**config.mk**
```make
export PLATFORM = sky130hd
export DESIGN_NAME = l1_data_mem
export DESIGN_NICKNAME = d
export VERILOG_FILES = /design/src/l1_data_mem.sv
export VERILOG_INCLUDE_DIRS = /design/src
export SDC_FILE = /design/constraint.sdc
export NUM_CORES = 2
export LEC_CHECK = 0
export ABC_AREA = 1
export ABC_CLOCK_PERIOD_IN_PS = 2400
export BUFFER_PORTS_ARGS = -buffer_cell sky130_fd_sc_hd__clkbuf_2
export CAP_MARGIN = 25
export CORE_UTILIZATION = 30
export DETAILED_ROUTE_END_ITERATION = 8
export PLACE_DENSITY_LB_ADDON = 0.25
export SETUP_SLACK_MARGIN = 0.3
export SYNTH_ARGS = -nofsm -noshare
export SYNTH_HDL_FRONTEND = slang
export SYNTH_SLANG_ARGS = --single-unit
```
**constraint.sdc**
```tcl
create_clock -name clk -period 2.4 [get_ports clk]
set_input_delay 0.6 -clock clk [delete_from_list [all_inputs] [get_ports clk]]
set_output_delay 0.6 -clock clk [all_outputs]
set_load 0.03 [all_outputs]
```
**src/l1d_config.svh**
```systemverilog
// --------------------------------------
// L1 data cache configuration
// Geometry and bus widths
// --------------------------------------
`ifndef L1D_CONFIG_SVH
`define L1D_CONFIG_SVH

// Cache geometry
`define L1_WAY_NUM        2
`define L1_SET_NUM        16
`define L1_LINE_WIDTH     128

// Core bus widths
`define CORE_ADDR_WIDTH   32
`define CORE_DATA_WIDTH   32

// Address split, offset is in bytes within a line
`define L1_IDX_WIDTH      $clog2(`L1_SET_NUM)
`define L1_OFFSET_WIDTH   $clog2(`L1_LINE_WIDTH / 8)
`define L1_TAG_WIDTH      (`CORE_ADDR_WIDTH - `L1_IDX_WIDTH - `L1_OFFSET_WIDTH)

`endif

```
**src/l1_data_mem.sv**
```systemverilog
// --------------------------------------
// L1 line data store for one way
// Byte-lane writes, registered read
// --------------------------------------
`timescale 1ns/10ps
`include "l1d_config.svh"

module l1_data_mem (
	input  logic                         clk,
	input  logic                         en,
	input  logic                         we,
	input  logic [`L1_LINE_WIDTH/8-1:0]  be,
	input  logic [`L1_IDX_WIDTH-1:0]     idx,
	input  logic [`L1_LINE_WIDTH-1:0]    wdata,
	output logic [`L1_LINE_WIDTH-1:0]    rdata
);

	localparam int LINE_BYTES = `L1_LINE_WIDTH / 8;

	logic [LINE_BYTES-1:0][7:0] mem [`L1_SET_NUM];

	// Read returns the old line when written in the same cycle
	always_ff @(posedge clk) begin
		if (en) begin
			if (we) begin
				for (int b = 0; b < LINE_BYTES; b++) begin
					if (be[b])
						mem[idx][b] <= wdata[b*8 +: 8];
				end
			end
			rdata <= mem[idx];
		end
	end

endmodule

```
# == Word level (Yosys, flattened, before mapping) ==
# Memory sizes are Yosys's and may differ from the RTL's. A register that Yosys moved wholly into a read port is not among the register bits.
# Cells that the tools add are included.
# op_classes
n_mux,64
# ops
operator,n
1-bit two-way mux,64
# word_totals
word_cells,65
out_inout_bits,128
ram_bits,2048
mem_count,1
regBits,0
inputBits,151
# mem_list
memory,words,width,read_ports,rd_ports_with_merged_regs,write_ports,line,rtl
mem,16,128,1,1,1,l1_data_mem.sv:20,logic [LINE_BYTES-1:0][7:0] mem [`L1_SET_NUM];

# == Logic depth before layout (Yosys ltp) ==
# logic_depth
word_depth,4
ltp_mapped,12
depth_no_buf,9

# == Worst setup path after synthesis ==
# OpenSTA, ideal clock, no wires.
# synth_timing
path_type,in2reg
from,in idx[0]
to,mem mem[0][100] (netlist name) (enable)
n_path_buf,3
path_slack_ns,0.214
required_ns,2.030
setup_ns,0.370
cell_stages,6
arrival_ns,1.816
cell_sequence,buf_4 > buf_2 > nor2_1 > nand2_1 > buf_2 > nor2_1
# synth_lines
element,line,rtl
start: declaration,l1_data_mem.sv:13,"input logic [`L1_IDX_WIDTH-1:0] idx,"
end: declaration,l1_data_mem.sv:20,
# Straight into the memory's write port.

# == Final worst setup path ==
# layout_timing
from,reg rdata[19] (read register of mem)
to,out rdata[19]
# layout_lines
element,line,rtl
start: declaration,l1_data_mem.sv:15,output logic [`L1_LINE_WIDTH-1:0] rdata
# No word-level cell between the ends.

==> impl_summary.txt <==
----------------------------------------------------
[Timing]
  Fin crit period ... 2.21 ns
  Tightest slew margin relative to the limit ... 0.518
  Final worst hold slack ... 0.163 ns
  Number of pins with negative max-slew slack in the final report ... 0
  Highest clock frequency the design can meet ... 452 MHz
  Skew final ... 0.0433 ns
  Count of endpoints failing setup in the final report ... 0
  Final period util ... 0.922
  Final Hold Fails ... 0
  Transition time at the pin with the least slew margin ... 0.720 ns
  Setup repair after global routing missed its margin ... yes

[Critical path]
  Worst Reg-to-Reg Cells ... 8
  Largest incremental delay on the critical path ... 0.53 ns
  Cell with the largest stage delay on the worst path ... edfxtp_1
  Cell family contributing the most delay on the critical path ... flip-flops
  Kind of start point of the critical path ... flip-flop
  Endpoint of the lowest-slack register-to-register path ... rdata[111]
  Kind of critical path ... flip-flop to output port
  End of the critical path ... rdata[19]
  Startpoint of the most critical setup path ... rdata[19]
  Startpoint of the most critical register-to-register path ... mem[3][111]
  Type of destination of the critical path ... output port
  Data required time of the worst path ... 1.80 ns
  Cell-by-cell listing of the critical path ... buf_8
  Crit path depth ... 1
  Bufs and invs on worst path ... 1
  Setup slack on the worst flop-to-flop path ... 1.11 ns
  Data arrival time at the worst-slack endpoint ... 1.61 ns
  Maximum fanout count along the critical path ... 1

[Clock network]
  Clock tree buffer depth ... 4
  TritonCTS clock tree ... built
  H-tree level count ... 4
  Clock root buffer ... clkbuf_16
  Clock latency reported for the late side of the worst-skew pair ... 0.90 ns
  Post-CTS Hold Buffers ... 0
  Clock Pin Slew Worst Setup and Hold Paths ... 0.06 ns
  Num CTS Buffers ... 242
  Number of sinks driven by the clock tree ... 2176

[Synth]
  Total nets after synthesis ... 8820
  Most common cell in the synthesized netlist ... nand2_1
  Prevailing post-synth register cell ... edfxtp_1
  Dominant cells by area after synthesis ... edfxtp_1 73%, nand2_1 23%, buf_2 1.4%, nor2_1 1.1%, inv_1 1.1%
  Synth async-reset ratio ... 0
  Count of synthesis-stage warnings from yosys ... 0
  Count of state elements after synthesis ... 2176
  Cells after synthesis ... 8669
  Cell taking the most area after synthesis ... edfxtp_1
  Count of flip-flops with a built-in enable after synthesis ... 2176
  Proportion of synthesized chip area in sequential cells ... 0.725
  Synth top cells by count ... 5539 x nand2_1, 2176 x edfxtp_1, 262 x nor2_1
  Netlist cell types ... 10
  Synthesized area ... 0.0901 sq mm
  Area share of the leading cell type in the synthesized netlist ... 0.725
  Mean area per synthesized cell ... 10.4 sq um

[Floorplanning]
  Core region area ... 0.298 sq mm
  Die boundary width ... 550 microns
  Vert. Die Dim ... 550 microns
  Ports ... 279
  Number of cell rows ... 200
  Effective utilization at floorplan ... 0.302
  Overall die area ... 0.302 sq mm

[Power and ir drop]
  Internal power summed over all cells ... 66.0 mW
  Power per Cell Area ... 787 mW/mm^2
  Leakage ... 45.2 nW
  Sequential share of power ... 0.498
  Logic pwr share ... 0.066
  Fraction of power spent switching nets ... 0.227
  Net Switching ... 19.4 mW
  Power share of the clock group ... 0.436
  Peak supply drop ... 0.744 mV

[Cells and area]
  Signed area change from the synthesized netlist to the final layout ... 20.5%
  Post-route non-filler standard cell count ... 13400
  Net count, final ... 9395
  Proportion of layout cells with a drive suffix above 1 ... 0.122
  Fill cell count ... 29500

[Flow run]
  Number of max-cap violations ... 0

[Placed design]
  Placed wire-length estimate ... 159 mm
  Global placement routability congestion ... 0.784
  Number of placed cells counting well taps ... 12900
  Total of buffers placed on input and output ports ... 278

[Route]
  Average routed wire per standard cell ... 18.6 microns
  Length of the first detailed-routing pass in iterations ... 5
  DR vias ... 58500
  Post-route DRC ... 0
  Final wirelength ... 249 mm
  Vias/cell ... 4.37
  Final ANT Viol Nets ... 0
  Number of DRC markers after the initial detailed-route iteration ... 3943

[GRT]
  Overall track demand over capacity in global routing ... 0.163
  Vias in the first global route ... 58300
  First-pass GRT wire length ... 371 mm
  Largest net degree at the start of global routing ... 109
  GRT overflow ... 0
  Initial antenna violation count ... 21

[Run status]
  Run status ... finished clean

[Worst hold path]
  Kind of path behind the tightest hold check ... primary input to flip-flop

----------------------------------------------------
==> power groups by stage <==
| stage | logic (mW) | clock network, mW | registers (mW) |
|---|---|---|---|
| final | 5.64 | 37.2 | 42.5 |
| after global routing | 6.30 | 39.5 | 42.6 |
| after CTS | 5.73 | 38.2 | 42.5 |
| after detailed placement | 5.47 | 0 | 43.3 |
| after global placement | 5.44 | 0 | 43.3 |
| after floorplan | 2.53 | 0 | 43.6 |
==> per-stage QoR <==
stage	worst slack, ns	utilization	TNS, ns	instance area (sq um)	power, mW
floorplan	0.214	-	0	90100	46.1
global placement	-0.175	0.334	-2.96	99500	48.7
detailed placement	-0.132	0.334	-1.44	99500	48.8
CTS	0.107	0.364	0	108000	86.5
global route	0.0998	0.365	0	109000	88.4
finish	0.186	0.365	0	109000	85.4
==> worst min-delay path by stage <==
stage,startpoint,endpoint,slack (ns),cells past startpoint
2_1_floorplan,wdata[0],mem[0][0],0.70,0
3_3_place_gp,mem[4][124],rdata[124],0.76,8
3_5_place_dp,mem[2][51],rdata[51],0.76,8
4_1_cts,wdata[100],mem[15][100],0.09,1
5_1_grt,wdata[67],mem[0][67],0.14,1
6_report,wdata[122],mem[13][122],0.16,1
==> kinds of logic after synthesis <==
group,after synthesis,share of synthesized area
simple gates,5801,0.242
buf+inv,692,0.0329
flops,2176,0.725
==> area by class of cell <==
type	instances	area, sq um	area share
flip-flops and latches	2176	65300	0.602
multi-input cells	5801	21900	0.202
repair buffers	760	7430	0.0685
clock buffers	292	6330	0.0583
well taps	3939	4930	0.0454
clock inverters	158	1600	0.0148
inverters	263	1010	0.00928
diodes	6	15.0	0.000138
==> timing repair <==
item | 4_1_cts | 5_1_grt
buffers inserted | 0 | 0
pin swaps | 0 | 0
hold endpoints to repair | 0 | 0
gates resized for setup | 242 | 76
endpoints found under the setup margin | 123 | 90
==> cell usage in the layout (no fill, tap or decap), drive strengths merged <==
cell type / netlist / routed
bufinv: 0 / 31
nand2: 5539 / 5539
clkinvlp: 0 / 11
edfxtp: 2176 / 2176
buf: 297 / 561
clkbuf: 132 / 491
inv: 263 / 271
diode: 0 / 6
clkinv: 0 / 108
nor2: 262 / 262
==> sequential cells by signal, indices dropped and copies added (netlist names) <==
register  flops
mem        2048
rdata       128
==> per-layer routing <==
| layer | share of wire | global-route usage | up-vias | wire (microns) |
|---|---|---|---|---|
| met2 | 0.48 | 0.273 | 1245 | 118000 |
| met1 | 0.45 | 0.219 | 27900 | 112000 |
| met3 | 0.050 | 0.0254 | 353 | 12500 |
| met5 | 0.00027 | 0 | - | 68 |
| met4 | 0.025 | 0.0439 | 10 | 6140 |
| li1 | - | - | 29000 | - |
Note: power is estimated with default switching activity, not from simulation.
