**config.mk**
```make
export PLATFORM = sky130hd
export DESIGN_NAME = l1_tag_mem
export DESIGN_NICKNAME = d
export VERILOG_FILES = /design/src/l1d_mem_pkg.sv /design/src/l1_tag_mem.sv
export VERILOG_INCLUDE_DIRS = /design/src
export SDC_FILE = /design/constraint.sdc
export NUM_CORES = 1
export LEC_CHECK = 0
export BUFFER_PORTS_ARGS = -buffer_cell sky130_fd_sc_hd__buf_2
export CORE_MARGIN = 4
export CORE_UTILIZATION = 50
export CTS_BUF_LIST = sky130_fd_sc_hd__clkbuf_16
export DETAILED_ROUTE_END_ITERATION = 12
export PLACE_DENSITY = 0.65
export SYNTH_ARGS = -nofsm -noshare
export SYNTH_HDL_FRONTEND = slang
export SYNTH_SLANG_ARGS = --single-unit
```
**constraint.sdc**
```tcl
create_clock -name clk -period 2.8 [get_ports clk]
set_input_delay 0.56 -clock clk [delete_from_list [all_inputs] [get_ports clk]]
set_output_delay 0.56 -clock clk [all_outputs]
set_load 0.02 [all_outputs]
```
**src/l1d_config.svh**
```systemverilog
// --------------------------------------
// L1 data cache configuration
// Geometry and bus widths
// --------------------------------------
`ifndef L1D_CONFIG_SVH
`define L1D_CONFIG_SVH

// Cache geometry
`define L1_WAY_NUM        2
`define L1_SET_NUM        16
`define L1_LINE_WIDTH     128

// Core bus widths
`define CORE_ADDR_WIDTH   32
`define CORE_DATA_WIDTH   32

// Address split, offset is in bytes within a line
`define L1_IDX_WIDTH      $clog2(`L1_SET_NUM)
`define L1_OFFSET_WIDTH   $clog2(`L1_LINE_WIDTH / 8)
`define L1_TAG_WIDTH      (`CORE_ADDR_WIDTH - `L1_IDX_WIDTH - `L1_OFFSET_WIDTH)

`endif

```
**src/l1d_mem_pkg.sv**
```systemverilog
// --------------------------------------
// L1 data cache memory-side types
// MAU channel and tag store entry
// --------------------------------------
`include "l1d_config.svh"

package l1d_mem_pkg;

	// Request to the memory access unit
	typedef struct packed {
		logic                          we;
		logic                          nc;
		logic [`CORE_ADDR_WIDTH-1:0]   addr;
		logic [`CORE_DATA_WIDTH-1:0]   wdata;
		logic [`CORE_DATA_WIDTH/8-1:0] be;
	} mau_req_s;

	// Read response always carries a full line
	typedef struct packed {
		logic [`L1_LINE_WIDTH-1:0] data;
	} mau_rsp_s;

	// One tag store entry
	typedef struct packed {
		logic                     val;
		logic [`L1_TAG_WIDTH-1:0] tag;
	} tag_entry_s;

endpackage

```
**src/l1_tag_mem.sv**
```systemverilog
// --------------------------------------
// L1 tag store for one way
// Registered read, clears all sets
// with a sweep after reset
// --------------------------------------
`timescale 1ns/10ps
`include "l1d_config.svh"

module l1_tag_mem (
	input  logic                      clk,
	input  logic                      rst_n,
	input  logic [`L1_IDX_WIDTH-1:0]  idx,
	input  logic                      we,
	input  l1d_mem_pkg::tag_entry_s   wdata,
	output l1d_mem_pkg::tag_entry_s   rdata,
	output logic                      sweep_done
);
	import l1d_mem_pkg::*;

	tag_entry_s                mem [`L1_SET_NUM];
	logic [`L1_IDX_WIDTH-1:0]  sweep_cnt;
	logic                      wr_en;
	logic [`L1_IDX_WIDTH-1:0]  wr_idx;
	tag_entry_s                wr_data;

	// Sweep steps once per set, then hands the port over
	always_ff @(posedge clk or negedge rst_n) begin
		if (!rst_n) begin
			sweep_cnt  <= '0;
			sweep_done <= 1'b0;
		end else if (!sweep_done) begin
			sweep_cnt <= sweep_cnt + 1'b1;
			if (sweep_cnt == (`L1_SET_NUM - 1))
				sweep_done <= 1'b1;
		end
	end

	assign wr_en   = we || !sweep_done;
	assign wr_idx  = sweep_done ? idx : sweep_cnt;
	assign wr_data = sweep_done ? wdata : '0;

	always_ff @(posedge clk) begin
		if (wr_en)
			mem[wr_idx] <= wr_data;
	end

	always_ff @(posedge clk) begin
		rdata <= mem[idx];
	end

	// Controller must hold off until every set is invalid
	a_no_write_in_sweep: assert property (
		@(posedge clk) disable iff (!rst_n) we |-> sweep_done);

endmodule

```
; Word-level counts from Yosys, hierarchy flattened
; Memory sizes are Yosys's and may differ from the RTL's. A register that Yosys moved wholly into a read port is not among the register bits.
; Cells that the tools add are included.
[word_totals]
in_bits = 32
reg_bits = 5
mem_bits_rw = 400
mem_count = 1
wordCells = 13
out_inout_bits = 26
[op_classes]
addsub = 1
eq_ne = 1
n_reduce_logical = 2
n_mux = 6
[memory_table]
columns = memory, depth, width, read_ports, rd_clocked_by_memory_dff, write_ports, line_no
row1 = mem, 16, 25, 1, 1, 1, l1_tag_mem.sv:20  ; tag_entry_s mem [`L1_SET_NUM];
[op_table]
columns = cell, n
row1 = 25-bit two-way mux, 1
row2 = 4-bit by 1-bit adder with 4-bit output (second input constant), 1
row3 = 4-bit == test (second input constant), 1
row4 = 1-bit two-way mux, 4
row5 = 4-bit two-way mux, 1
row6 = 1-bit zero test, 1
row7 = 1-bit logical OR, 1

; Longest topological paths before layout
[depth]
depth_word = 4
ltp_mapped = 6
depth_no_buf = 3

; Worst setup path before layout
; Ideal clock, no wire load.
[synth_timing]
path_type = input to register
start = input idx[3]
end = memory mem[14][0] (netlist name) (enable)
path_buffers = 2
t_arrival_ps = 2381
slack_ps = 12
cell_stages = 5
setup_time_ps = 407
path_cell_list = buf_2 clkbuf_1 and4_1 a31oi_1 nor2_1
[synth_between]
elab_chain_len = 1
[synth_lines]
columns = item, line_no
row1 = "start, declared", l1_tag_mem.sv:12  ; input logic [`L1_IDX_WIDTH-1:0] idx,
row2 = 4-bit two-way mux, l1_tag_mem.sv:39  ; assign wr_idx = sweep_done ? idx : sweep_cnt;
row3 = "end, declared", l1_tag_mem.sv:20
; No other way between the ends.

; Final worst setup path
[layout_timing]
start = register sweep_done
end = memory mem[13][5] (netlist name) (enable)
[layout_between]
elab_chain_len = 4
elab_cells_between_ends = 5
cone_classes = mux (3) / reduce/logical (2)
[layout_lines]
columns = item, line_no
row1 = "start, declared", l1_tag_mem.sv:16  ; output logic sweep_done
row2 = "start signal, assigned", l1_tag_mem.sv:30  ; sweep_done <= 1'b0;
row3 = "start signal, assigned", l1_tag_mem.sv:34  ; sweep_done <= 1'b1;
row4 = 1-bit zero test, l1_tag_mem.sv:38  ; assign wr_en = we || !sweep_done;
row5 = 1-bit logical OR, l1_tag_mem.sv:38
row6 = 1-bit two-way mux, l1_tag_mem.sv:43  ; if (wr_en)
row7 = 1-bit two-way mux (not written as such), l1_tag_mem.sv:44  ; mem[wr_idx] <= wr_data;
; Several ways; a longest one is shown, not always the timed one.

==> qor.yml <==
status:
  status: "finished, final reports clean"
synthesis:
  yosysTopAreaCell: "edfxtp_1"
  yosysWarnings: 0
  syn_area_per_cell_um2: 21.5
  yosysSeqAreaShare_pct: 78.3
  synthCells: 750
  synth-seq-cells: 430
  synth_top_area_share_pct: 74.5
  yosysUniqueCellTypes: 34
  synth_nets: 783
  ys_top_cells_by_area: "edfxtp_1 (74%), mux4_2 (12%), dfxtp_1 (3.1%)"
  netlist_area_um2: 16100
clock_network:
  clk_pin_slew_ps: 60
  cts_root_buffer: "clkbuf_16"
  cts_resized: 0
  clk_latency_ps: 520
  numCtsBuffers: 43
  clock_sinks: 430
  cts_hold_buf: 1
  cts_setup_buffers: 0
  htree_levels: 2
  tritoncts: "built"
  clockBufferDepth: 3
timing:
  worst_pin_slew_ps: 1130
  timing.fmax_ghz: 0.408
  slew_viol_final: 0
  finalSetupViolCount: 0
  fin_skew_ps: 9.09
  grt_setup_unrepaired: "false"
  min_period_ps: 2450
  min_period_over_period_pct: 87.5
  final_hold_viol_count: 0
  slew_headroom_pct: 24.7
  final.setup.tns_ps: 0
power:
  p_leak_uw: 0.00614
  sw_frac_of_total_pct: 20.2
  vdd_ir_drop_max_mv: 0.453
  p_int_uw: 10700
  clock_power_share_pct: 41.9
  powerDensity_nw_per_um2: 716
  p_comb_share_pct: 5.1
  p_sw_uw: 2710
  totalPowerFinal_uw: 13400
  power_frac_seq_pct: 53.0
placed_design:
  port_buffers: 57
  place_congestion: 0.818
  post-dp-hpwl_um: 19900
  dpl_cell_area_um2: 17300
route:
  wl_per_cell_um: 27.2
  route.detailed.drc: 0
  ant_nets: 0
  routed_wl_um: 35100
  dr.pass1.iters: 5
  route.vias.total: 7735
  first_iter_violations: 715
  viasPerCell: 5.99
floorplan:
  die_w_um: 188
  rows: 65
  boundaryPins: 58
  core-area_um2: 31700
  dieHeight_um: 188
  die-area_um2: 35200
  initial_core_util_pct: 50.9
critical_path:
  critPathArrivalTime_ps: 2720
  crit_chain: "buf_4 -> buf_4 -> and4_1 -> a31oi_1 -> nor2_4 -> buf_12"
  path_max_fanout: 20
  required_ps: 3060
  max_stage_delay_ps: 750
  cp_common_cell: "buf_4"
  crit_path_top_delay_cell: "a31oi_1"
  start_kind: "flop"
  crit_path_end_kind: "flop"
  path_buf_inv: 3
  crit_family: "compound AO/OA/AOI/OAI gates"
  crit_type: "reg -> reg"
global_routing:
  overflow: 0
  grt_pass1_wl_um: 52700
  grt_pass1_vias: 8138
  antenna_found_initial: 0
  grtUsageTotal_pct: 20.0
  grt_max_degree: 91
final_layout:
  drive_gt1_share_pct: 31.9
  final_common_cell: "edfxtp_1"
  layout_common_cells: "edfxtp_1 (400), mux4_2 (84), buf_2 (55)"
  area_growth_pct: 16.0
  fin_area_um2: 18700
  layout.nets: 888
flow_run:
  cap_violations: 0
worst_hold_path:
  hold_path_class: "in -> async"
state kept, by name (all words and copies together), names as in the netlist:
name	cells
sweep_cnt	4
rdata	25
sweep_done	1
mem	400
area by class of cell:
type / instances / area, um^2
clock buffers: 45 / 1130
diodes: 1 / 2.50
inverters: 2 / 7.51
flip-flops and latches: 430 / 12600
multi-input cells: 276 / 3370
repair buffers: 102 / 806
fillers: 2255 / 13000
well taps: 402 / 503
clock inverters: 33 / 264
final timing paths:
kind / startpoint / slack, ps / to / cells after the start
worst max-delay path: sweep_done$_DFF_PN0_ / 350 / mem[13][5]$_DFFE_PP_ / 6
worst min-delay path: rst_n / 430 / sweep_done$_DFF_PN0_ / 2
worst max register to register: sweep_done$_DFF_PN0_ / 350 / mem[13][5]$_DFFE_PP_ / 6
worst min register to register: sweep_cnt[3]$_DFFE_PN0N_ / 620 / sweep_cnt[3]$_DFFE_PN0N_ / 1
max in group asynchronous: rst_n / 2210 / sweep_cnt[0]$_DFFE_PN0N_ / 2
min in group clk: idx[3] / 430 / rdata[8]$_DFF_P_ / 2
cell usage after synthesis:
| cell | number |
|---|---|
| a21oi_1 | 1 |
| a22oi_1 | 42 |
| a2bb2oi_1 | 3 |
| a31oi_1 | 3 |
| a32oi_1 | 1 |
| and2_1 | 27 |
| and3_1 | 1 |
| and4_1 | 1 |
| buf_1 | 1 |
| buf_2 | 19 |
| buf_4 | 4 |
| buf_6 | 5 |
| clkbuf_1 | 13 |
| dfrtp_1 | 5 |
| dfxtp_1 | 25 |
| edfxtp_1 | 400 |
| ha_1 | 1 |
| inv_1 | 2 |
| mux2_1 | 9 |
| mux2_2 | 24 |
| mux4_2 | 84 |
| nand2_1 | 20 |
| nand2b_1 | 2 |
| nand3_1 | 1 |
| nand4_1 | 1 |
| nor2_1 | 18 |
| nor2_4 | 1 |
| nor2b_1 | 6 |
| nor3_1 | 1 |
| nor3b_1 | 1 |
| o22ai_1 | 16 |
| o31ai_1 | 8 |
| or2_1 | 1 |
| xnor2_1 | 3 |
layer usage:
| layer | GRT usage [%] | part of all wire (%) | vias up |
|---|---|---|---|
| li1 | - | - | 3329 |
| met1 | 29.0 | 42 | 4080 |
| met3 | 2.87 | 6.4 | 39 |
| met4 | 4.09 | 1.4 | 0 |
| met2 | 33.0 | 50 | 287 |
| met5 | 0 | 0 | - |
cell families after synthesis:
| logic type | Yosys count | share of synthesized area [%] |
|---|---|---|
| flops | 430 | 78.3 |
| fa+ha+maj | 1 | 0.0775 |
| compound gates | 74 | 3.31 |
| buf+inv | 44 | 1.50 |
| mux | 117 | 14.0 |
| xor+xnor | 3 | 0.163 |
| simple gates | 81 | 2.59 |
power groups by stage:
stage / Combinational, uW / Clock [uW] / Sequential [uW]
3_3_place_gp: 670 / 0 / 7240
6_report: 677 / 5620 / 7110
3_5_place_dp: 684 / 0 / 7240
2_1_floorplan: 373 / 0 / 7290
4_1_cts: 687 / 5720 / 7110
5_1_grt: 725 / 6030 / 7110
per-stage QoR:
stage | instances | setup slack [ps] | utilization, % | hold slack (ps)
detailed placement | 1211 | 196 | 54.6 | 400
CTS | 1290 | 346 | 59.0 | 388
floorplan | 750 | 12.4 | - | 264
global route | 1290 | 243 | 59.0 | 404
global placement | 1211 | 247 | 54.6 | 393
finish | 1291 | 349 | 59.0 | 426
Note: power is estimated with default switching activity, not from simulation.
