File: config.mk
export PLATFORM = sky130hd
export DESIGN_NAME = l1d_ctrl
export DESIGN_NICKNAME = d
export VERILOG_FILES = /design/src/l1d_core_pkg.sv /design/src/l1d_mem_pkg.sv /design/src/l1d_ctrl.sv
export VERILOG_INCLUDE_DIRS = /design/src
export SDC_FILE = /design/constraint.sdc
export NUM_CORES = 1
export LEC_CHECK = 0
export ABC_AREA = 1
export BUFFER_PORTS_ARGS = -buffer_cell sky130_fd_sc_hd__buf_2
export CAP_MARGIN = 0
export CORE_AREA = 2 2 290 292
export DETAILED_ROUTE_END_ITERATION = 10
export DIE_AREA = 0 0 292 294
export GPL_TIMING_DRIVEN = 0
export PLACE_DENSITY = 0.39
export SYNTH_ARGS = -nofsm -noshare
export SYNTH_HDL_FRONTEND = slang
export SYNTH_SLANG_ARGS = --single-unit
export TNS_END_PERCENT = 10
File: constraint.sdc
create_clock -name clk -period 14.85 [get_ports clk]
set_clock_uncertainty 0.1 [all_clocks]
set_input_delay 0.7425 -clock clk [delete_from_list [all_inputs] [get_ports clk]]
set_output_delay 0.7425 -clock clk [all_outputs]
set_load 0.1 [all_outputs]
File: src/l1d_config.svh
// --------------------------------------
// L1 data cache configuration
// Geometry and bus widths
// --------------------------------------
`ifndef L1D_CONFIG_SVH
`define L1D_CONFIG_SVH

// Cache geometry
`define L1_WAY_NUM        2
`define L1_SET_NUM        16
`define L1_LINE_WIDTH     128

// Core bus widths
`define CORE_ADDR_WIDTH   32
`define CORE_DATA_WIDTH   32

// Address split, offset is in bytes within a line
`define L1_IDX_WIDTH      $clog2(`L1_SET_NUM)
`define L1_OFFSET_WIDTH   $clog2(`L1_LINE_WIDTH / 8)
`define L1_TAG_WIDTH      (`CORE_ADDR_WIDTH - `L1_IDX_WIDTH - `L1_OFFSET_WIDTH)

`endif

File: src/l1d_core_pkg.sv
// --------------------------------------
// L1 data cache core-side types
// --------------------------------------
`include "l1d_config.svh"

package l1d_core_pkg;

	// Request opcodes
	typedef enum logic [1:0] {
		RD   = 2'd0,
		WR   = 2'd1,
		RDNC = 2'd2,
		WRNC = 2'd3
	} core_cop_e;

	// Access size
	typedef enum logic [1:0] {
		CORE_SIZE_BYTE = 2'd1,
		CORE_SIZE_HALF = 2'd2,
		CORE_SIZE_WORD = 2'd3
	} core_size_e;

	typedef struct packed {
		logic [`L1_TAG_WIDTH-1:0]    tag;
		logic [`L1_IDX_WIDTH-1:0]    idx;
		logic [`L1_OFFSET_WIDTH-1:0] offset;
	} l1_addr_fields_s;

	// Same address word, seen flat or split for the arrays
	typedef union packed {
		logic [`CORE_ADDR_WIDTH-1:0] flat;
		l1_addr_fields_s             f;
	} l1_addr_u;

	typedef struct packed {
		core_cop_e                   cop;
		l1_addr_u                    addr;
		logic [`CORE_DATA_WIDTH-1:0] wdata;
		core_size_e                  size;
	} core_req_s;

	typedef struct packed {
		logic [`CORE_DATA_WIDTH-1:0] rdata;
	} core_rsp_s;

endpackage

File: src/l1d_mem_pkg.sv
// --------------------------------------
// L1 data cache memory-side types
// MAU channel and tag store entry
// --------------------------------------
`include "l1d_config.svh"

package l1d_mem_pkg;

	// Request to the memory access unit
	typedef struct packed {
		logic                          we;
		logic                          nc;
		logic [`CORE_ADDR_WIDTH-1:0]   addr;
		logic [`CORE_DATA_WIDTH-1:0]   wdata;
		logic [`CORE_DATA_WIDTH/8-1:0] be;
	} mau_req_s;

	// Read response always carries a full line
	typedef struct packed {
		logic [`L1_LINE_WIDTH-1:0] data;
	} mau_rsp_s;

	// One tag store entry
	typedef struct packed {
		logic                     val;
		logic [`L1_TAG_WIDTH-1:0] tag;
	} tag_entry_s;

endpackage

File: src/l1d_ctrl.sv
// --------------------------------------
// L1 data cache controller
// One request at a time, write-through,
// no allocate on write
// --------------------------------------
`timescale 1ns/10ps
`include "l1d_config.svh"

module l1d_ctrl (
	input  logic                              clk,
	input  logic                              rst_n,
	input  logic                              core_req_valid,
	output logic                              core_req_ready,
	input  l1d_core_pkg::core_req_s           core_req,
	output logic                              core_rsp_valid,
	output l1d_core_pkg::core_rsp_s           core_rsp,
	output logic                              mau_req_valid,
	input  logic                              mau_req_ready,
	output l1d_mem_pkg::mau_req_s             mau_req,
	input  logic                              mau_rsp_valid,
	input  l1d_mem_pkg::mau_rsp_s             mau_rsp,
	input  logic                              sweep_done,
	output logic [`L1_IDX_WIDTH-1:0]          arr_idx,
	output logic [`L1_WAY_NUM-1:0]            tag_we,
	output l1d_mem_pkg::tag_entry_s           tag_wdata,
	output logic [`L1_WAY_NUM-1:0]            data_en,
	output logic [`L1_WAY_NUM-1:0]            data_we,
	output logic [`L1_LINE_WIDTH/8-1:0]       data_be,
	output logic [`L1_LINE_WIDTH-1:0]         data_wdata,
	input  logic [`L1_LINE_WIDTH-1:0]         data_rdata [`L1_WAY_NUM],
	input  logic                              hit,
	input  logic [$clog2(`L1_WAY_NUM)-1:0]    hit_way,
	input  logic [$clog2(`L1_WAY_NUM)-1:0]    victim_way,
	output logic                              lru_touch,
	output logic [$clog2(`L1_WAY_NUM)-1:0]    lru_way
);
	import l1d_core_pkg::*;
	import l1d_mem_pkg::*;

	localparam int LINE_BYTES = `L1_LINE_WIDTH / 8;
	localparam int WORD_BYTES = `CORE_DATA_WIDTH / 8;
	localparam int WORDS      = `L1_LINE_WIDTH / `CORE_DATA_WIDTH;

	typedef enum logic [2:0] {
		IDLE, LOOKUP, COMPARE, MAU_REQ, MAU_WAIT, RESPOND
	} state_e;

	state_e                                state, state_nx;
	core_req_s                             req_q;
	logic [$clog2(`L1_WAY_NUM)-1:0]        victim_q;
	logic [`CORE_DATA_WIDTH-1:0]           rsp_data_q;
	logic                                  req_open;
	logic                                  is_wr, is_nc, rd_hit, wr_hit, need_mau, fill;
	logic [1:0]                            word_sel;
	logic [WORD_BYTES-1:0]                 word_be;
	logic [LINE_BYTES-1:0]                 line_be;
	logic [`CORE_DATA_WIDTH-1:0]           hit_word;

	// --------------------------------------
	// Request decode
	// --------------------------------------
	assign is_wr    = (req_q.cop == WR) || (req_q.cop == WRNC);
	assign is_nc    = (req_q.cop == RDNC) || (req_q.cop == WRNC);
	assign rd_hit   = (state == COMPARE) && !is_wr && !is_nc && hit;
	assign wr_hit   = (state == COMPARE) && is_wr && !is_nc && hit;
	assign need_mau = is_wr || is_nc || !hit;
	assign fill     = (state == MAU_WAIT) && mau_rsp_valid && !is_nc;
	assign word_sel = req_q.addr.f.offset[`L1_OFFSET_WIDTH-1:2];

	// Write data arrives lane-aligned within the word
	always_comb begin
		case (req_q.size)
			CORE_SIZE_BYTE: word_be = 4'b0001 << req_q.addr.f.offset[1:0];
			CORE_SIZE_HALF: word_be = 4'b0011 << req_q.addr.f.offset[1:0];
			default:        word_be = 4'b1111;
		endcase
	end

	assign line_be  = {{(LINE_BYTES-WORD_BYTES){1'b0}}, word_be} << {word_sel, 2'b00};
	assign hit_word = data_rdata[hit_way][word_sel*`CORE_DATA_WIDTH +: `CORE_DATA_WIDTH];

	// --------------------------------------
	// State machine
	// --------------------------------------
	always_comb begin
		state_nx = state;
		case (state)
			IDLE:     if (core_req_valid && core_req_ready) state_nx = LOOKUP;
			LOOKUP:   state_nx = COMPARE;
			COMPARE: begin
				if (!need_mau)
					state_nx = IDLE;
				else if (mau_req_ready)
					state_nx = is_wr ? RESPOND : MAU_WAIT;
				else
					state_nx = MAU_REQ;
			end
			MAU_REQ:  if (mau_req_ready) state_nx = is_wr ? RESPOND : MAU_WAIT;
			MAU_WAIT: if (mau_rsp_valid) state_nx = RESPOND;
			default:  state_nx = IDLE;
		endcase
	end

	always_ff @(posedge clk or negedge rst_n) begin
		if (!rst_n) begin
			state    <= IDLE;
			req_open <= 1'b0;
		end else begin
			state <= state_nx;
			if (core_req_valid && core_req_ready)
				req_open <= 1'b1;
			else if (core_rsp_valid)
				req_open <= 1'b0;
		end
	end

	always_ff @(posedge clk) begin
		if (core_req_valid && core_req_ready)
			req_q <= core_req;
		if (state == COMPARE) begin
			victim_q   <= victim_way;
			rsp_data_q <= '0;
		end
		// MAU returns the whole line that holds the address
		if (state == MAU_WAIT && mau_rsp_valid)
			rsp_data_q <= mau_rsp.data[word_sel*`CORE_DATA_WIDTH +: `CORE_DATA_WIDTH];
	end

	// --------------------------------------
	// Array and LRU steering
	// --------------------------------------
	assign arr_idx   = req_q.addr.f.idx;
	assign tag_wdata = '{val: 1'b1, tag: req_q.addr.f.tag};

	always_comb begin
		tag_we     = '0;
		data_en    = '0;
		data_we    = '0;
		data_be    = line_be;
		data_wdata = {WORDS{req_q.wdata}};
		lru_touch  = 1'b0;
		lru_way    = hit_way;
		if (state == LOOKUP) begin
			data_en = '1;
		end else if (wr_hit) begin
			data_en[hit_way] = 1'b1;
			data_we[hit_way] = 1'b1;
			lru_touch        = 1'b1;
		end else if (rd_hit) begin
			lru_touch = 1'b1;
		end else if (fill) begin
			tag_we[victim_q]  = 1'b1;
			data_en[victim_q] = 1'b1;
			data_we[victim_q] = 1'b1;
			data_be           = '1;
			data_wdata        = mau_rsp.data;
			lru_touch         = 1'b1;
			lru_way           = victim_q;
		end
	end

	// --------------------------------------
	// Core and MAU outputs
	// --------------------------------------
	assign core_req_ready = (state == IDLE) && sweep_done;
	assign core_rsp_valid = rd_hit || (state == RESPOND);
	assign core_rsp.rdata = (state == COMPARE) ? hit_word : rsp_data_q;

	assign mau_req_valid = ((state == COMPARE) && need_mau) || (state == MAU_REQ);
	assign mau_req.we    = is_wr;
	assign mau_req.nc    = is_nc;
	// Line-aligned only for a cacheable read miss
	assign mau_req.addr  = (is_wr || is_nc) ? req_q.addr.flat :
		{req_q.addr.f.tag, req_q.addr.f.idx, {`L1_OFFSET_WIDTH{1'b0}}};
	assign mau_req.wdata = req_q.wdata;
	assign mau_req.be    = is_wr ? word_be : '1;

	// --------------------------------------
	// Assertions
	// --------------------------------------
	a_req_stable: assert property (@(posedge clk) disable iff (!rst_n)
		core_req_valid && !core_req_ready |=> core_req_valid && $stable(core_req));

	a_req_aligned: assert property (@(posedge clk) disable iff (!rst_n)
		core_req_valid |->
			(core_req.size == CORE_SIZE_WORD) ? (core_req.addr.flat[1:0] == 2'b00) :
			(core_req.size == CORE_SIZE_HALF) ? !core_req.addr.flat[0] : 1'b1);

	a_rsp_after_req: assert property (@(posedge clk) disable iff (!rst_n)
		core_rsp_valid |-> req_open);

endmodule

## Word level (Yosys, flattened, before mapping)

Index checks and enable logic that the tools add are counted.

- Equality and inequality tests: 13
- Multiplexer cells: 43
- Bitwise operators: 1
- Shifts and indexed selects: 5
- Reduce and logical (&&, ||, !) cells: 25
- $lt $le $gt $ge: 5

Operators with widths:

| operator | count |
|---|---|
| 2-to-1 mux 128 bit | 7 |
| indexed part select 128 x 8 -> 32 bit | 2 |
| 2-to-1 mux 32 bit | 3 |
| 2-to-1 mux 16 bit | 4 |
| left shift 4 x 4 -> 16 bit | 1 |
| 2-to-1 mux 3 bit | 5 |
| case mux 3 bit (5 select lines) | 1 |
| 2-to-1 mux 2 bit | 7 |
| logical AND 1 bit | 13 |
| 2-to-1 mux 1 bit | 11 |
| 2-to-1 mux 4 bit | 2 |
| case mux 4 bit (2 select lines) | 1 |
| == test 2 bit (second input constant) | 3 |
| == test 3 x 2 -> 1 bit (second input constant) | 2 |
| == test 3 bit (second input constant) | 2 |
| logical OR 1 bit | 6 |
| != test 2 bit (second input constant) | 3 |
| == test 2 x 1 -> 1 bit (second input constant) | 2 |
| less-than comparator 1 x 2 -> 1 bit (second input constant) | 2 |
| left shift 1 x 2 -> 4 bit (first input constant) | 1 |
| left shift 2 x 2 -> 4 bit (first input constant) | 1 |
| == test 3 x 1 -> 1 bit (second input constant) | 1 |
| zero test 1 bit | 3 |
| zero test 3 bit | 1 |
| other kinds (6) | 8 |

- Register bits: 104
- Output and inout port bits: 286
- Logic and storage cells: 99
- Bits of input ports: 461

## Depth between registers and ports, before layout

- Depth in word-level cells: 9
- Depth in mapped cells: 9

## Worst setup path before layout

No wires, ideal clock.

- Kind: input-to-reg
- Start point: input sweep_done
- End point: register req_q, in the netlist arr_idx[0] (enable)
- Stages: 2
- Arrival time: 5.706 ns
- Buffers on the path: 0
- Setup time: 0.591 ns
- Path slack: 8.453 ns
- Path through: inv_1 -> nor3b_1

- Longest elaborated chain between the ends: 2

RTL lines:

| what | RTL line | text |
|---|---|---|
| from (decl) | l1d_ctrl.sv:22 | `input logic sweep_done,` |
| logical AND 1 bit | l1d_ctrl.sv:165 | `assign core_req_ready = (state == IDLE) && sweep_done;` |
| logical AND 1 bit | l1d_ctrl.sv:118 | `if (core_req_valid && core_req_ready)` |
| to (signal assigned) | l1d_ctrl.sv:119 | `req_q <= core_req;` |
| to (decl) | l1d_ctrl.sv:49 | `core_req_s req_q;` |

No other way between the ends.
A chain may end at the register's enable or synchronous reset.

==> results.yml <==
status:
  outcome: "finished clean"
yosys:
  synth_nets: 2087
  yosys.area.top_type_share_pct: 30.5
  synth_compound_area_share_pct: 11.8
  ys_types: 26
  synth_top_family_by_area: "simple AND/OR/NAND/NOR gates"
  ys_warn_count: 0
  synth-simple-area-share_pct: 34.3
  yosysMostFrequentCell: "nand2_1"
  netlist_instances: 1625
  synth_seq_area_share_pct: 31.3
  synth.area.mux_share_pct: 0
  async_reset_ff_share_pct: 2.88
  yosys.area_share.adder_pct: 0.126
  synth_edf_count: 101
  syn_avg_cell_area_sq_um: 6.12
  synth_area_leader_cell: "edfxtp_1"
  synth-main-ff-cell: "edfxtp_1"
  synth_common_cells: "nand2_1, inv_1, nand3_1"
  synth-xor-area-share_pct: 0
  synth_area_leaders: "edfxtp_1, nand2_1, inv_1"
  synthesis.area_sq_um: 9940
  ys_ff_latch: 104
clocking:
  cts_tree: "yes"
  clock_latency_ns: 0.40
  path_clk_slew_ns: 0.09
  clock_sinks: 104
  hold_buffers: 1
  cts_resized: 0
  cts_buffers: 9
  cts_root_buffer: "clkbuf_16"
  h-tree-depth: 3
  cts_setup_buffers: 0
  cts.path.max_buffers: 2
critical_path:
  r2r_start: "state[0]"
  crit_fanout: 10
  cp_top_family: "buffers and inverters"
  worstPathArrival_ns: 3.34
  cp-start-kind: "register"
  critPathSlowestCell: "clkbuf_1"
  worst-setup-path-type: "reg2out"
  cp_common_cell: "buf_2"
  worst-path-buf-inv: 4
  startpoint: "req_q[36]"
  endpoint_kind: "primary output"
  cp_cell_sequence: "buf_2 -> buf_2 -> clkbuf_1 -> nand2_1 -> nand3_1 -> nand3_1 -> nand2_1 -> buf_2"
  cp_data_required_time_ns: 14.01
  cpPeakStageDelay_ns: 0.81
global_route:
  track_usage_pct: 17.5
  grt_pass1_wl_mm: 103
  grt_overflow: 0
  antenna_found_initial: 20
  grt_max_degree: 32
  grt_pass1_vias: 13300
sta:
  period_share_pct: 28.2
  worst_slew_pin_slew_ns: 1.27
  setup_viol: 0
  fmax_mhz: 239
  max_slew_margin_pct: 15.3
  final-hold-violation-count: 0
  rsz0062_at_grt: "no"
  period_minus_slack_ns: 4.19
  tns_ns: 0
  drv_slew: 0
run:
  maxCapViolations: 0
die:
  initial_core_util_pct: 12.0
  die_h_um: 294
  top_level_ports: 747
  die-width_um: 292
  row_count: 106
  die-area_sq_um: 85800
  core-area_sq_um: 82900
route:
  vias: 13300
  first_iter_violations: 644
  dr.pass1.iters: 6
  postRouteWirelength_mm: 78.1
  drtAntennaViolNets: 0
  routed_via_density: 3.83
  drc: 0
  wire_per_inst_um: 22.4
worst_hold_path:
  hold_start: "core_req[56]"
  hold_class: "in2reg"
placement:
  place.gp.congestion: 0.851
  hpwl_mm: 66.6
  port_buffers: 745
finish:
  final_util_pct: 18.6
  final_nets: 2852
  drive_gt1_share_pct: 38.7
  synthToLayoutAreaGrowth_pct: 55.4
power_and_ir_drop:
  leakage_nw: 8.62
  ir_drop_mv: 0.0671
  power_density_nw_per_um2: 159
## path summary, 6_finish.rpt
check                                 to  slack (ns)  depth (start not counted)
min reg2reg                     state[2]        0.51                          2
max                         core_rsp[27]       10.66                          8
max reg2reg                  mau_req[23]       11.84                          9
max in group asynchronous       state[0]       13.96                          2
min in group asynchronous       state[1]        0.58                          2
min                        tag_wdata[14]        0.40                          1
## report_power, final
part	leakage [nW]	switching [W]	internal, W
registers	0.974	0.0000387	0.000390
clock network	0.147	0.000145	0.000120
logic	7.50	0.00149	0.000278
total	8.62	0.00167	0.000788
## state kept, by name (all words and copies together) (netlist names)
register	flops
victim_q	1
req_q	8
arr_idx	4
mau_req	32
state	3
rsp_data_q	32
tag_wdata	24
## cell type report
class,instances,area (sq um)
clock inverter,7,68.8
buffer,195,1200
fill,9897,67400
inverter,277,1040
tap,1080,1350
antenna,5,12.5
timing repair buffer,754,3840
sequential,104,3110
multi-input combinational,1049,4600
clock buffer,9,225
## worst register-to-register path, stage by stage (launching register included)
cell and delay [ns]:
dfrtp_1 0.43, nor2_2 0.19, nand2_1 0.16, nor3b_2 0.62, buf_6 0.27, buf_6 0.19, buf_6 0.19, buf_6 0.19
buf_6 0.19, buf_6 0.19
## metal layers
| layer | vias up | global-route usage (%) | wire length, um |
|---|---|---|---|
| met5 | - | 0 | 84 |
| met4 | 12 | 6.05 | 2400 |
| met3 | 101 | 3.35 | 4580 |
| met2 | 585 | 30.9 | 38100 |
| met1 | 6101 | 21.1 | 32900 |
| li1 | 6526 | - | - |
## cell families after synthesis
logic type      Yosys count
compound gates          217
fa+ha+maj                 1
buf+inv                 472
flops                   104
other cells               1
simple gates            830
## through the flow
stage	hold WS [ns]	setup slack [ns]	std cells	instance area (sq um)	total power (W)
global route	0.375	10.42	3477	15400	0.00256
floorplan	0.347	8.45	1625	9940	0.00175
global placement	0.444	4.10	3450	15000	0.00222
finish	0.398	10.66	3480	15400	0.00246
CTS	0.364	10.46	3475	15400	0.00249
detailed placement	0.443	10.93	3458	15100	0.00222
## layout by cell type, fill, tap and decap left out, types with 8 or more instances in the layout
cell type    n
inv_1      273
nand3_1    201
edfxtp_1   101
o211ai_1    33
clkbuf_16    9
nand2_1    607
buf_6       15
buf_2      789
o21ai_1     53
buf_4       93
nor2_1      10
clkbuf_1    42
a21oi_1     66
buf_1        8
o21ai_0     65
(Power assumes the default switching activity.)
