**config.mk**
```make
export PLATFORM = sky130hd
export DESIGN_NAME = l1_lru
export DESIGN_NICKNAME = d
export VERILOG_FILES = /design/src/l1d_mem_pkg.sv /design/src/l1_lru.sv
export VERILOG_INCLUDE_DIRS = /design/src
export SDC_FILE = /design/constraint.sdc
export NUM_CORES = 1
export LEC_CHECK = 0
export ABC_AREA = 1
export BUFFER_PORTS_ARGS = -buffer_cell sky130_fd_sc_hd__buf_4
export CAP_MARGIN = 0
export CELL_PAD_IN_SITES_DETAIL_PLACEMENT = 1
export CELL_PAD_IN_SITES_GLOBAL_PLACEMENT = 1
export CORE_MARGIN = 5
export CORE_UTILIZATION = 29
export CTS_CLUSTER_DIAMETER = 80
export DETAILED_ROUTE_END_ITERATION = 8
export GPL_TIMING_DRIVEN = 1
export PLACE_DENSITY = 0.91
export SETUP_SLACK_MARGIN = 0.15
export SLEW_MARGIN = 5
export SYNTH_ARGS = -nofsm -noshare
export SYNTH_HDL_FRONTEND = slang
export SYNTH_SLANG_ARGS = --single-unit
```
**constraint.sdc**
```tcl
create_clock -name clk -period 1.1 [get_ports clk]
set_input_delay 0.165 -clock clk [delete_from_list [all_inputs] [get_ports clk]]
set_output_delay 0.165 -clock clk [all_outputs]
set_load 0.05 [all_outputs]
```
**src/l1d_config.svh**
```systemverilog
// --------------------------------------
// L1 data cache configuration
// Geometry and bus widths
// --------------------------------------
`ifndef L1D_CONFIG_SVH
`define L1D_CONFIG_SVH

// Cache geometry
`define L1_WAY_NUM        2
`define L1_SET_NUM        16
`define L1_LINE_WIDTH     128

// Core bus widths
`define CORE_ADDR_WIDTH   32
`define CORE_DATA_WIDTH   32

// Address split, offset is in bytes within a line
`define L1_IDX_WIDTH      $clog2(`L1_SET_NUM)
`define L1_OFFSET_WIDTH   $clog2(`L1_LINE_WIDTH / 8)
`define L1_TAG_WIDTH      (`CORE_ADDR_WIDTH - `L1_IDX_WIDTH - `L1_OFFSET_WIDTH)

`endif

```
**src/l1d_mem_pkg.sv**
```systemverilog
// --------------------------------------
// L1 data cache memory-side types
// MAU channel and tag store entry
// --------------------------------------
`include "l1d_config.svh"

package l1d_mem_pkg;

	// Request to the memory access unit
	typedef struct packed {
		logic                          we;
		logic                          nc;
		logic [`CORE_ADDR_WIDTH-1:0]   addr;
		logic [`CORE_DATA_WIDTH-1:0]   wdata;
		logic [`CORE_DATA_WIDTH/8-1:0] be;
	} mau_req_s;

	// Read response always carries a full line
	typedef struct packed {
		logic [`L1_LINE_WIDTH-1:0] data;
	} mau_rsp_s;

	// One tag store entry
	typedef struct packed {
		logic                     val;
		logic [`L1_TAG_WIDTH-1:0] tag;
	} tag_entry_s;

endpackage

```
**src/l1_lru.sv**
```systemverilog
// --------------------------------------
// L1 tag compare and replacement
// One LRU bit per set, two ways
// --------------------------------------
`timescale 1ns/10ps
`include "l1d_config.svh"

module l1_lru (
	input  logic                            clk,
	input  logic                            rst_n,
	input  logic [`L1_IDX_WIDTH-1:0]        idx,
	input  logic [`L1_TAG_WIDTH-1:0]        req_tag,
	input  l1d_mem_pkg::tag_entry_s         entries [`L1_WAY_NUM],
	input  logic                            touch,
	input  logic [$clog2(`L1_WAY_NUM)-1:0]  touch_way,
	output logic                            hit,
	output logic [$clog2(`L1_WAY_NUM)-1:0]  hit_way,
	output logic [$clog2(`L1_WAY_NUM)-1:0]  victim_way
);
	import l1d_mem_pkg::*;

	localparam int WAY_W = $clog2(`L1_WAY_NUM);

	// Bit per set names the way used less recently
	logic [`L1_SET_NUM-1:0]  lru_bits;
	logic [`L1_WAY_NUM-1:0]  way_hit;
	logic                    any_free;
	logic [WAY_W-1:0]        free_way;

	always_comb begin
		hit      = 1'b0;
		hit_way  = '0;
		any_free = 1'b0;
		free_way = '0;
		for (int w = `L1_WAY_NUM - 1; w >= 0; w--) begin
			way_hit[w] = entries[w].val && (entries[w].tag == req_tag);
			if (way_hit[w]) begin
				hit     = 1'b1;
				hit_way = WAY_W'(w);
			end
			// Lowest invalid way wins
			if (!entries[w].val) begin
				any_free = 1'b1;
				free_way = WAY_W'(w);
			end
		end
	end

	assign victim_way = any_free ? free_way : lru_bits[idx];

	always_ff @(posedge clk or negedge rst_n) begin
		if (!rst_n)
			lru_bits <= '0;
		else if (touch)
			lru_bits[idx] <= ~touch_way;
	end

	// A fill never duplicates a tag within a set
	a_onehot_hit: assert property (
		@(posedge clk) disable iff (!rst_n) touch |-> $onehot0(way_hit));

endmodule

```
# [Yosys cells after proc, flatten, opt, wreduce, memory -nomap -nowiden]
# Cells that the tools add are included.
[op_classes] n_lt_le_gt_ge=2 eq_ne=2 mux=12 bitwise=1 n_reduce_logical=3
[ops] operator="$eq 24x24->1" n=2
[ops] operator="$bwmux 16" n=1
[ops] operator="$mux 1" n=9
[ops] operator="$lt 4x5->1 const B" n=1
[ops] operator="$bmux 1 s4" n=1
[ops] operator="$demux 1 s4" n=1
[ops] operator="$ge 4x1->1 const B" n=1
[ops] operator="$logic_and 1x1->1" n=3
[ops] operator="$not 1->1" n=1
[word_totals] reg_bits=16 in_bits=82 output_inout_bits=3 elab_cells=21

# [Longest topological paths before layout]
# Gate-level depths: netlist of the first run.
[depth] word_depth=5 mapped_depth=10 ltp_nobuf=10

# [Worst setup path after synthesis of the first run]
# OpenSTA, ideal clock, no wires.
[synth_path] kind="input-to-output" startpoint="input idx[0]" endpoint="output victim_way" arrival_ns=1.388 t_required_ns=0.935 path_slack_ns=-0.453 stages=9 n_path_buf=0 path_cell_list="inv_1 > nand2_1 > inv_1 > nand2_1 > nand3_1 > nand2_1 > nand3_1 > nor2_1 > nor2_1"
[synth_via] elab_chain_cells=3
[synth_lines] element="start: declaration" line_no="l1_lru.sv:11" rtl="input logic [`L1_IDX_WIDTH-1:0] idx,"
[synth_lines] element="$bmux 1 s4" line_no="l1_lru.sv:49" rtl="assign victim_way = any_free ? free_way : lru_bits[idx];"
[synth_lines] element="$mux 1 (implied by the code)" line_no="l1_lru.sv:49"
[synth_lines] element="$mux 1" line_no="l1_lru.sv:49"
[synth_lines] element="end: declaration" line_no="l1_lru.sv:18" rtl="output logic [$clog2(`L1_WAY_NUM)-1:0] victim_way"
# Every way passes these cells. The select of a mux whose other input is x is not followed.

# [Worst setup path after layout of the first run]
[layout_path] startpoint="register lru_bits[5]" endpoint="output victim_way"
[layout_via] elab_chain_cells=3
[layout_lines] element="start: declaration" line_no="l1_lru.sv:25" rtl="logic [`L1_SET_NUM-1:0] lru_bits;"
[layout_lines] element="start signal: indexed assignment" line_no="l1_lru.sv:55" rtl="lru_bits[idx] <= ~touch_way;"
[layout_lines] element="$bmux 1 s4" line_no="l1_lru.sv:49"
[layout_lines] element="$mux 1 (implied by the code)" line_no="l1_lru.sv:49"
[layout_lines] element="$mux 1" line_no="l1_lru.sv:49"
# Every way passes these cells. The select of a mux whose other input is x is not followed.

==> out/metrics.yaml, run 1 <==
outcome:
  outcome: "complete, but fails checks"
  violations: "negative setup slack"
worst_setup_path:
  worst_setup_path_start_kind: "flop"
  reg2reg_from: "lru_bits[1]$_DFFE_PN0P_"
  cp_data_arrival_time_ns: 1.44
  reg2reg_slack_ns: 0.20
  path_max_fanout: 2
  cp_common_cell: "nand2_1"
  cp-end-kind: "output pin"
  crit_type: "reg -> out"
  critPathMaxStageDelay_ns: 0.39
  path_delay_family: "simple AND/OR/NAND/NOR gates"
  crit_slowest_cell: "dfrtp_1"
  path_buf_inv: 1
  reg2reg_to: "lru_bits[1]$_DFFE_PN0P_"
  crit_chain: "nand2_1 > nand2_1 > nand2_1 > nand2_1 > nand2_1 > nand3_2 > nor2_4 > nor2_4 > buf_8"
  worst_r2r_path_depth: 4
  worstPathRequired_ns: 0.94
yosys:
  synth_cell_type_count: 17
  syn_area_per_cell_um2: 5.07
  yosysTopAreaCell: "nand2_1"
  synth.ff_latch_count: 16
  synth_area_leaders: "nand2_1 33%, dfrtp_1 22%, inv_1 16%, nor2_1 9.7%, a21oi_1 3.6%"
  yosysWarnings: 0
  syn_nets: 434
  synth_top_area_share_pct: 33.5
  netlist_area_mm2: 0.00178
  ys_seq_area_share_pct: 22.5
  postSynthCellCount: 352
cells_and_area:
  final_cell_mix: "137 x nand2_1, 88 x buf_4, 55 x inv_1"
  drive_above_1_share_pct: 38.0
  antenna_cells: 0
  layout_commonest_cell: "nand2_1"
  multiInputGateArea_mm2: 0.00123
  nFillCells: 846
  largest-register: "lru_bits"
  final_nets: 541
  largest_reg_flops: 16
  ff_latch_area_um2: 400
  area_delta_synth_final_pct: 66.5
  fin_cells: 533
  top_regs: "lru_bits (16)"
place:
  gp_congestion: 0.860
  dpl.cell_count: 523
  place_hpwl_um: 5950
  port_buffers: 84
clock_tree:
  clockBufferDepth: 2
  clock_latency_ns: 0.25
  cts_sinks: 16
  cts_max_level: 1
  cts_buffers: 3
  cts_tree: "built"
  cts-root-buf: "clkbuf_8"
  clkSlewWorstSetupHoldPaths_ns: 0.07
detailed_routing:
  vias_per_cell: 4.56
  wl_per_cell_um: 13.9
  drt_iter0_drc: 45
  firstDrtPassIters: 4
  drtAntennaViolNets: 0
  num_vias: 2433
  drc: 0
  routed_wl_um: 7390
die:
  die_w_um: 88.4
  dieArea_mm2: 0.00782
  core_area_mm2: 0.00596
  ioPinCount: 85
  die_y_um: 88.4
  fp-row-count: 28
  start_util_pct: 29.9
min_path:
  hold_path_depth: 2
  hold_path_class: "in -> reg"
  hold-path-endpoint: "lru_bits[10]$_DFFE_PN0P_"
  worstHoldStart: "touch_way"
global_routing:
  grt_pass1_wl_um: 11000
  grt_usage_pct: 17.6
  grt_pass1_vias: 2430
  grt_overflow: 0
  antenna_found_initial: 0
  grt_max_degree: 17
sta:
  finalWorstSetupSlack_ns: -0.503
  setup_viol: 3
  maxSlewHeadroom_pct: 84.8
  slew_violations: 0
  clock_skew_ns: 0
  worst_slew_pin_slew_ns: 0.227
  rsz0062_at_grt: "yes"
  max_freq_mhz: 624
  hold_viol: 0
  fin_crit_sh_pct: 146
  layout_min_cycle_time_ns: 1.60
run:
  drv_cap: 0
power:
  p_per_area_mw_per_mm2: 826
  peakVddDrop_v: 0.000898
  p_leak_uw: 0.00175
  p_total_uw: 2450
-- cells in the mapped netlist, drive strengths merged --
library cell  number
xor2               1
nor3               3
nor2              46
dfrtp             16
clkbuf             1
xnor2              7
a21oi             13
a31oi              6
nand4              1
nand2            159
buf                1
nand3             12
o21ai              9
inv               77
-- power by group --
part / leakage (uW) / switching [uW] / internal [uW]
Clock: 0.0000288 / 211 / 318
Combinational: 0.00153 / 560 / 545
Sequential: 0.000186 / 92.9 / 726
-- how the worst max path moves through the flow --
| stage | startpoint | endpoint | slack [ns] | cells after the start |
|---|---|---|---|---|
| final | lru_bits[5]$_DFFE_PN0P_ | victim_way | -0.50 | 9 |
| after global routing | lru_bits[5]$_DFFE_PN0P_ | victim_way | -0.55 | 9 |
| after CTS | lru_bits[6]$_DFFE_PN0P_ | victim_way | -0.46 | 9 |
| after global placement | req_tag[3] | hit_way | -0.29 | 9 |
| after floorplan | lru_bits[8]$_DFFE_PN0P_ | victim_way | -0.06 | 8 |
| after detailed placement | req_tag[3] | hit_way | -0.33 | 9 |
-- per-layer routing --
| metal | up-vias | GRT usage, % | wire [um] |
|---|---|---|---|
| li1 | 1246 | - | - |
| met1 | 1121 | 22.1 | 3030 |
| met2 | 56 | 32.1 | 3880 |
| met3 | 10 | 2.61 | 389 |
| met4 | 0 | 3.16 | 91 |
| met5 | - | 0 | 0 |
-- area by class of cell --
type	count	area share, %
multi-input combinational	257	41.6
timing repair buffer	104	28.8
sequential	16	13.5
inverter	77	11.1
tap	75	3.16
clock buffer	4	1.85
-- worst register-to-register path, delay by kind of cell (launching register included) --
kind            cells  cell delay (ns)
simple gates        1             0.10
flops               1             0.38
compound gates      1             0.05
buf+inv             2             0.25
-- timing repair --
| action | in CTS | in global routing |
|---|---|---|
| hold endpoints to repair | 16 | 0 |
| setup buffers | 2 | 3 |
| endpoints found under the setup margin | 3 | 8 |
| hold buffers | 1 | 0 |
| resized for setup | 13 | 57 |
| pin swaps | 18 | 50 |
-- metrics by stage --
stage | setup WS [ns] | setup TNS [ns] | cell area [um^2] | hold slack [ns] | util (%)
final | -0.503 | -0.966 | 2970 | 0.227 | 49.9
after global placement | -0.294 | -0.862 | 2680 | 0.0365 | 45.0
after CTS | -0.460 | -0.923 | 2800 | 0.215 | 47.0
after global routing | -0.553 | -1.20 | 2970 | 0.227 | 49.9
after detailed placement | -0.331 | -1.04 | 2680 | 0.0364 | 45.0
after floorplan | -0.0573 | -0.0694 | 1860 | -0.131 | -
-- kinds of logic (layout without fill, tap and decap cells) --
group,count (synthesis),count (layout),share of synthesized area (%)
AND/OR/NAND/NOR,221,221,48.6
XOR/XNOR,8,8,3.93
buffers and inverters,79,185,16.7
AO/OA/AOI/OAI,28,28,8.28
flip-flops,16,16,22.5
Note: power is estimated with default switching activity, not from simulation.
==> run 2: changes to the inputs <==
- CELL_PAD_IN_SITES_GLOBAL_PLACEMENT: 1 -> 2
- CORE_UTILIZATION: 29 -> 21
==> run 2 against run 1 <==
Effect of this change:
- the flow still finishes with violations (negative setup slack)
- register-to-register slack gained 0.10 ns
- maximum frequency grew 2.6%
- cell count grew 6.6%
- first-iteration DRC count shrank 36%
==> out/metrics.yaml, run 2 (synthesis gave the netlist of run 1 again) <==
outcome:
  violations: "negative setup slack"
  outcome: "complete, but fails checks"
global_routing:
  grt_overflow: 0  # unchanged
  grt_usage_pct: 13.8  # -3.8 points
  grt_max_degree: 17  # unchanged
  antenna_found_initial: 0  # unchanged
  grt_pass1_vias: 2531  # +4.2%
  grt_pass1_wl_um: 11600  # +5.1%
place:
  placed_area_mm2: 0.00273  # +2.0%
  gp_congestion: 0.857  # -0.28%
  place_hpwl_um: 6010  # +1.1%
  dpl_worst_slack_ns: -0.319  # +0.0118 ns
  dpl.cell_count: 555  # +6.1%
  port_buffers: 84  # unchanged
sta:
  fin_setup_tns_ns: -0.887  # +0.0787 ns
  clock_skew_ns: 0  # unchanged
  layout_min_cycle_time_ns: 1.56  # -0.0401 ns
  hold_ws_ns: 0.237  # +0.0103 ns
  setup_viol: 3  # unchanged
  worst_slew_pin_slew_ns: 0.234  # +0.00666 ns
  fin_crit_sh_pct: 142  # -3.6 points
  slew_violations: 0  # unchanged
  maxSlewHeadroom_pct: 84.4  # -0.33 points
  finalWorstSetupSlack_ns: -0.463  # +0.0401 ns
  hold_viol: 0  # unchanged
  max_freq_mhz: 640  # +2.6%
  rsz0062_at_grt: "yes"
cells_and_area:
  nFillCells: 1088  # +29%
  design_area_mm2: 0.00314  # +5.8%
  top_regs: "lru_bits (16)"
  antenna_cells: 0  # unchanged
  final_cell_mix: "136 x nand2_1, 79 x buf_4, 46 x inv_1"
  largest_reg_flops: 16  # unchanged
  largest-register: "lru_bits"
  fin_cells: 568  # +6.6%
  final_nets: 546  # +0.92%
  layout_commonest_cell: "nand2_1"
  drive_above_1_share_pct: 41.0  # +3.0 points
  area_delta_synth_final_pct: 76.2
min_path:
  worstHoldStart: "idx[2]"
  hold_path_class: "in -> reg"
  hold_path_depth: 4  # +2
  hold-path-endpoint: "lru_bits[1]$_DFFE_PN0P_"
run:
  drv_cap: 0  # unchanged
worst_setup_path:
  reg2reg_to: "lru_bits[13]$_DFFE_PN0P_"
  worst_setup_path_start_kind: "flop"
  crit_slowest_cell: "dfrtp_1"
  cp-end-kind: "output pin"
  critPathMaxStageDelay_ns: 0.35  # -0.04 ns
  cp_data_arrival_time_ns: 1.40  # -0.04 ns
  reg2reg_from: "lru_bits[13]$_DFFE_PN0P_"
  worstPathRequired_ns: 0.94  # about the same
  reg2reg_slack_ns: 0.30  # +0.10 ns
  crit_type: "reg -> out"
  cp_common_cell: "nand2_1"
  worst_r2r_path_depth: 3  # -1
  path_max_fanout: 2  # unchanged
  crit_chain: "inv_1 > o21ai_1 > nand2_1 > nand3_1 > nand2_1 > nand2_1 > nor2_4 > nor2_4 > buf_6"
clock_tree:
  cts_buffers: 3  # unchanged
  cts_tree: "built"
  cts_max_level: 1  # unchanged
  clockBufferDepth: 2  # unchanged
  clock_latency_ns: 0.25  # about the same
  clkSlewWorstSetupHoldPaths_ns: 0.07  # about the same
  cts-root-buf: "clkbuf_8"
  cts_sinks: 16  # unchanged
die:
  dieArea_mm2: 0.0104  # +33%
  start_util_pct: 21.6  # -8.3 points
  die_y_um: 102  # +16%
  core_area_mm2: 0.00826  # +39%
  ioPinCount: 85  # unchanged
  fp-row-count: 33  # +18%
  die_w_um: 102  # +16%
detailed_routing:
  drtAntennaViolNets: 0  # unchanged
  num_vias: 2426  # -0.29%
  firstDrtPassIters: 4  # unchanged
  wl_per_cell_um: 12.9  # -6.8%
  drt_iter0_drc: 29  # -36%
  drc: 0  # unchanged
  routed_wl_um: 7340  # -0.69%
  vias_per_cell: 4.27  # -6.4%
power:
  p_leak_uw: 0.00179  # +2.9%
  peakVddDrop_v: 0.00102  # +14%
  p_per_area_mw_per_mm2: 792  # -4.2%
-- run 2: power breakdown --
group,switching [uW],internal (uW),leakage (uW),total [uW]
clock network,216,318,0.0000288,534
registers,94.9,725,0.000186,820
logic,557,576,0.00158,1130
total,868,1620,0.00179,2490
-- run 2: cell type report --
class / instances / area, um^2 / area share, %
Inverter: 77 / 340 / 10.8
Clock buffer: 4 / 55.1 / 1.75
Sequential cell: 16 / 400 / 12.7
Timing Repair Buffer: 109 / 960 / 30.5
Tap cell: 105 / 131 / 4.18
Multi-Input combinational cell: 257 / 1250 / 39.9
-- run 2: worst max path at each step --
| stage | from | to | slack [ns] |
|---|---|---|---|
| 2_1_floorplan | lru_bits[8]$_DFFE_PN0P_ | victim_way | -0.06 |
| 3_3_place_gp | req_tag[3] | hit_way | -0.30 |
| 3_5_place_dp | req_tag[3] | hit_way | -0.32 |
| 4_1_cts | lru_bits[13]$_DFFE_PN0P_ | victim_way | -0.45 |
| 5_1_grt | lru_bits[6]$_DFFE_PN0P_ | victim_way | -0.60 |
| 6_report | lru_bits[8]$_DFFE_PN0P_ | victim_way | -0.46 |
-- run 2: what timing repair did --
| item | in CTS | in global routing |
|---|---|---|
| hold endpoints to repair | 16 | 0 |
| setup endpoints to repair | 8 | 15 |
| hold buffers | 1 | 0 |
| setup buffers | 1 | 7 |
| pin swaps | 27 | 41 |
| resized for setup | 44 | 62 |
-- run 2: per-stage QoR --
step	utilization, %	power, uW
after floorplan	-	1280
after global placement	33.1	1760
after detailed placement	33.1	1790
after CTS	35.6	2400
after global routing	38.0	2700
final	38.0	2490
-- run 2: metal layers --
layer  wire length [um]  vias up  GRT usage (%)
met4                 28        0           1.51
li1                   -     1258              -
met2               3790       59           24.5
met1               3130     1107           18.0
met5                  0        -              0
met3                393        2           2.46
-- run 2: critical path: cells and delay by family, from the launching register on --
family / cells / cell delay (ns)
simple gates: 6 / 0.43
buf+inv: 2 / 0.21
compound gates: 1 / 0.15
flops: 1 / 0.35
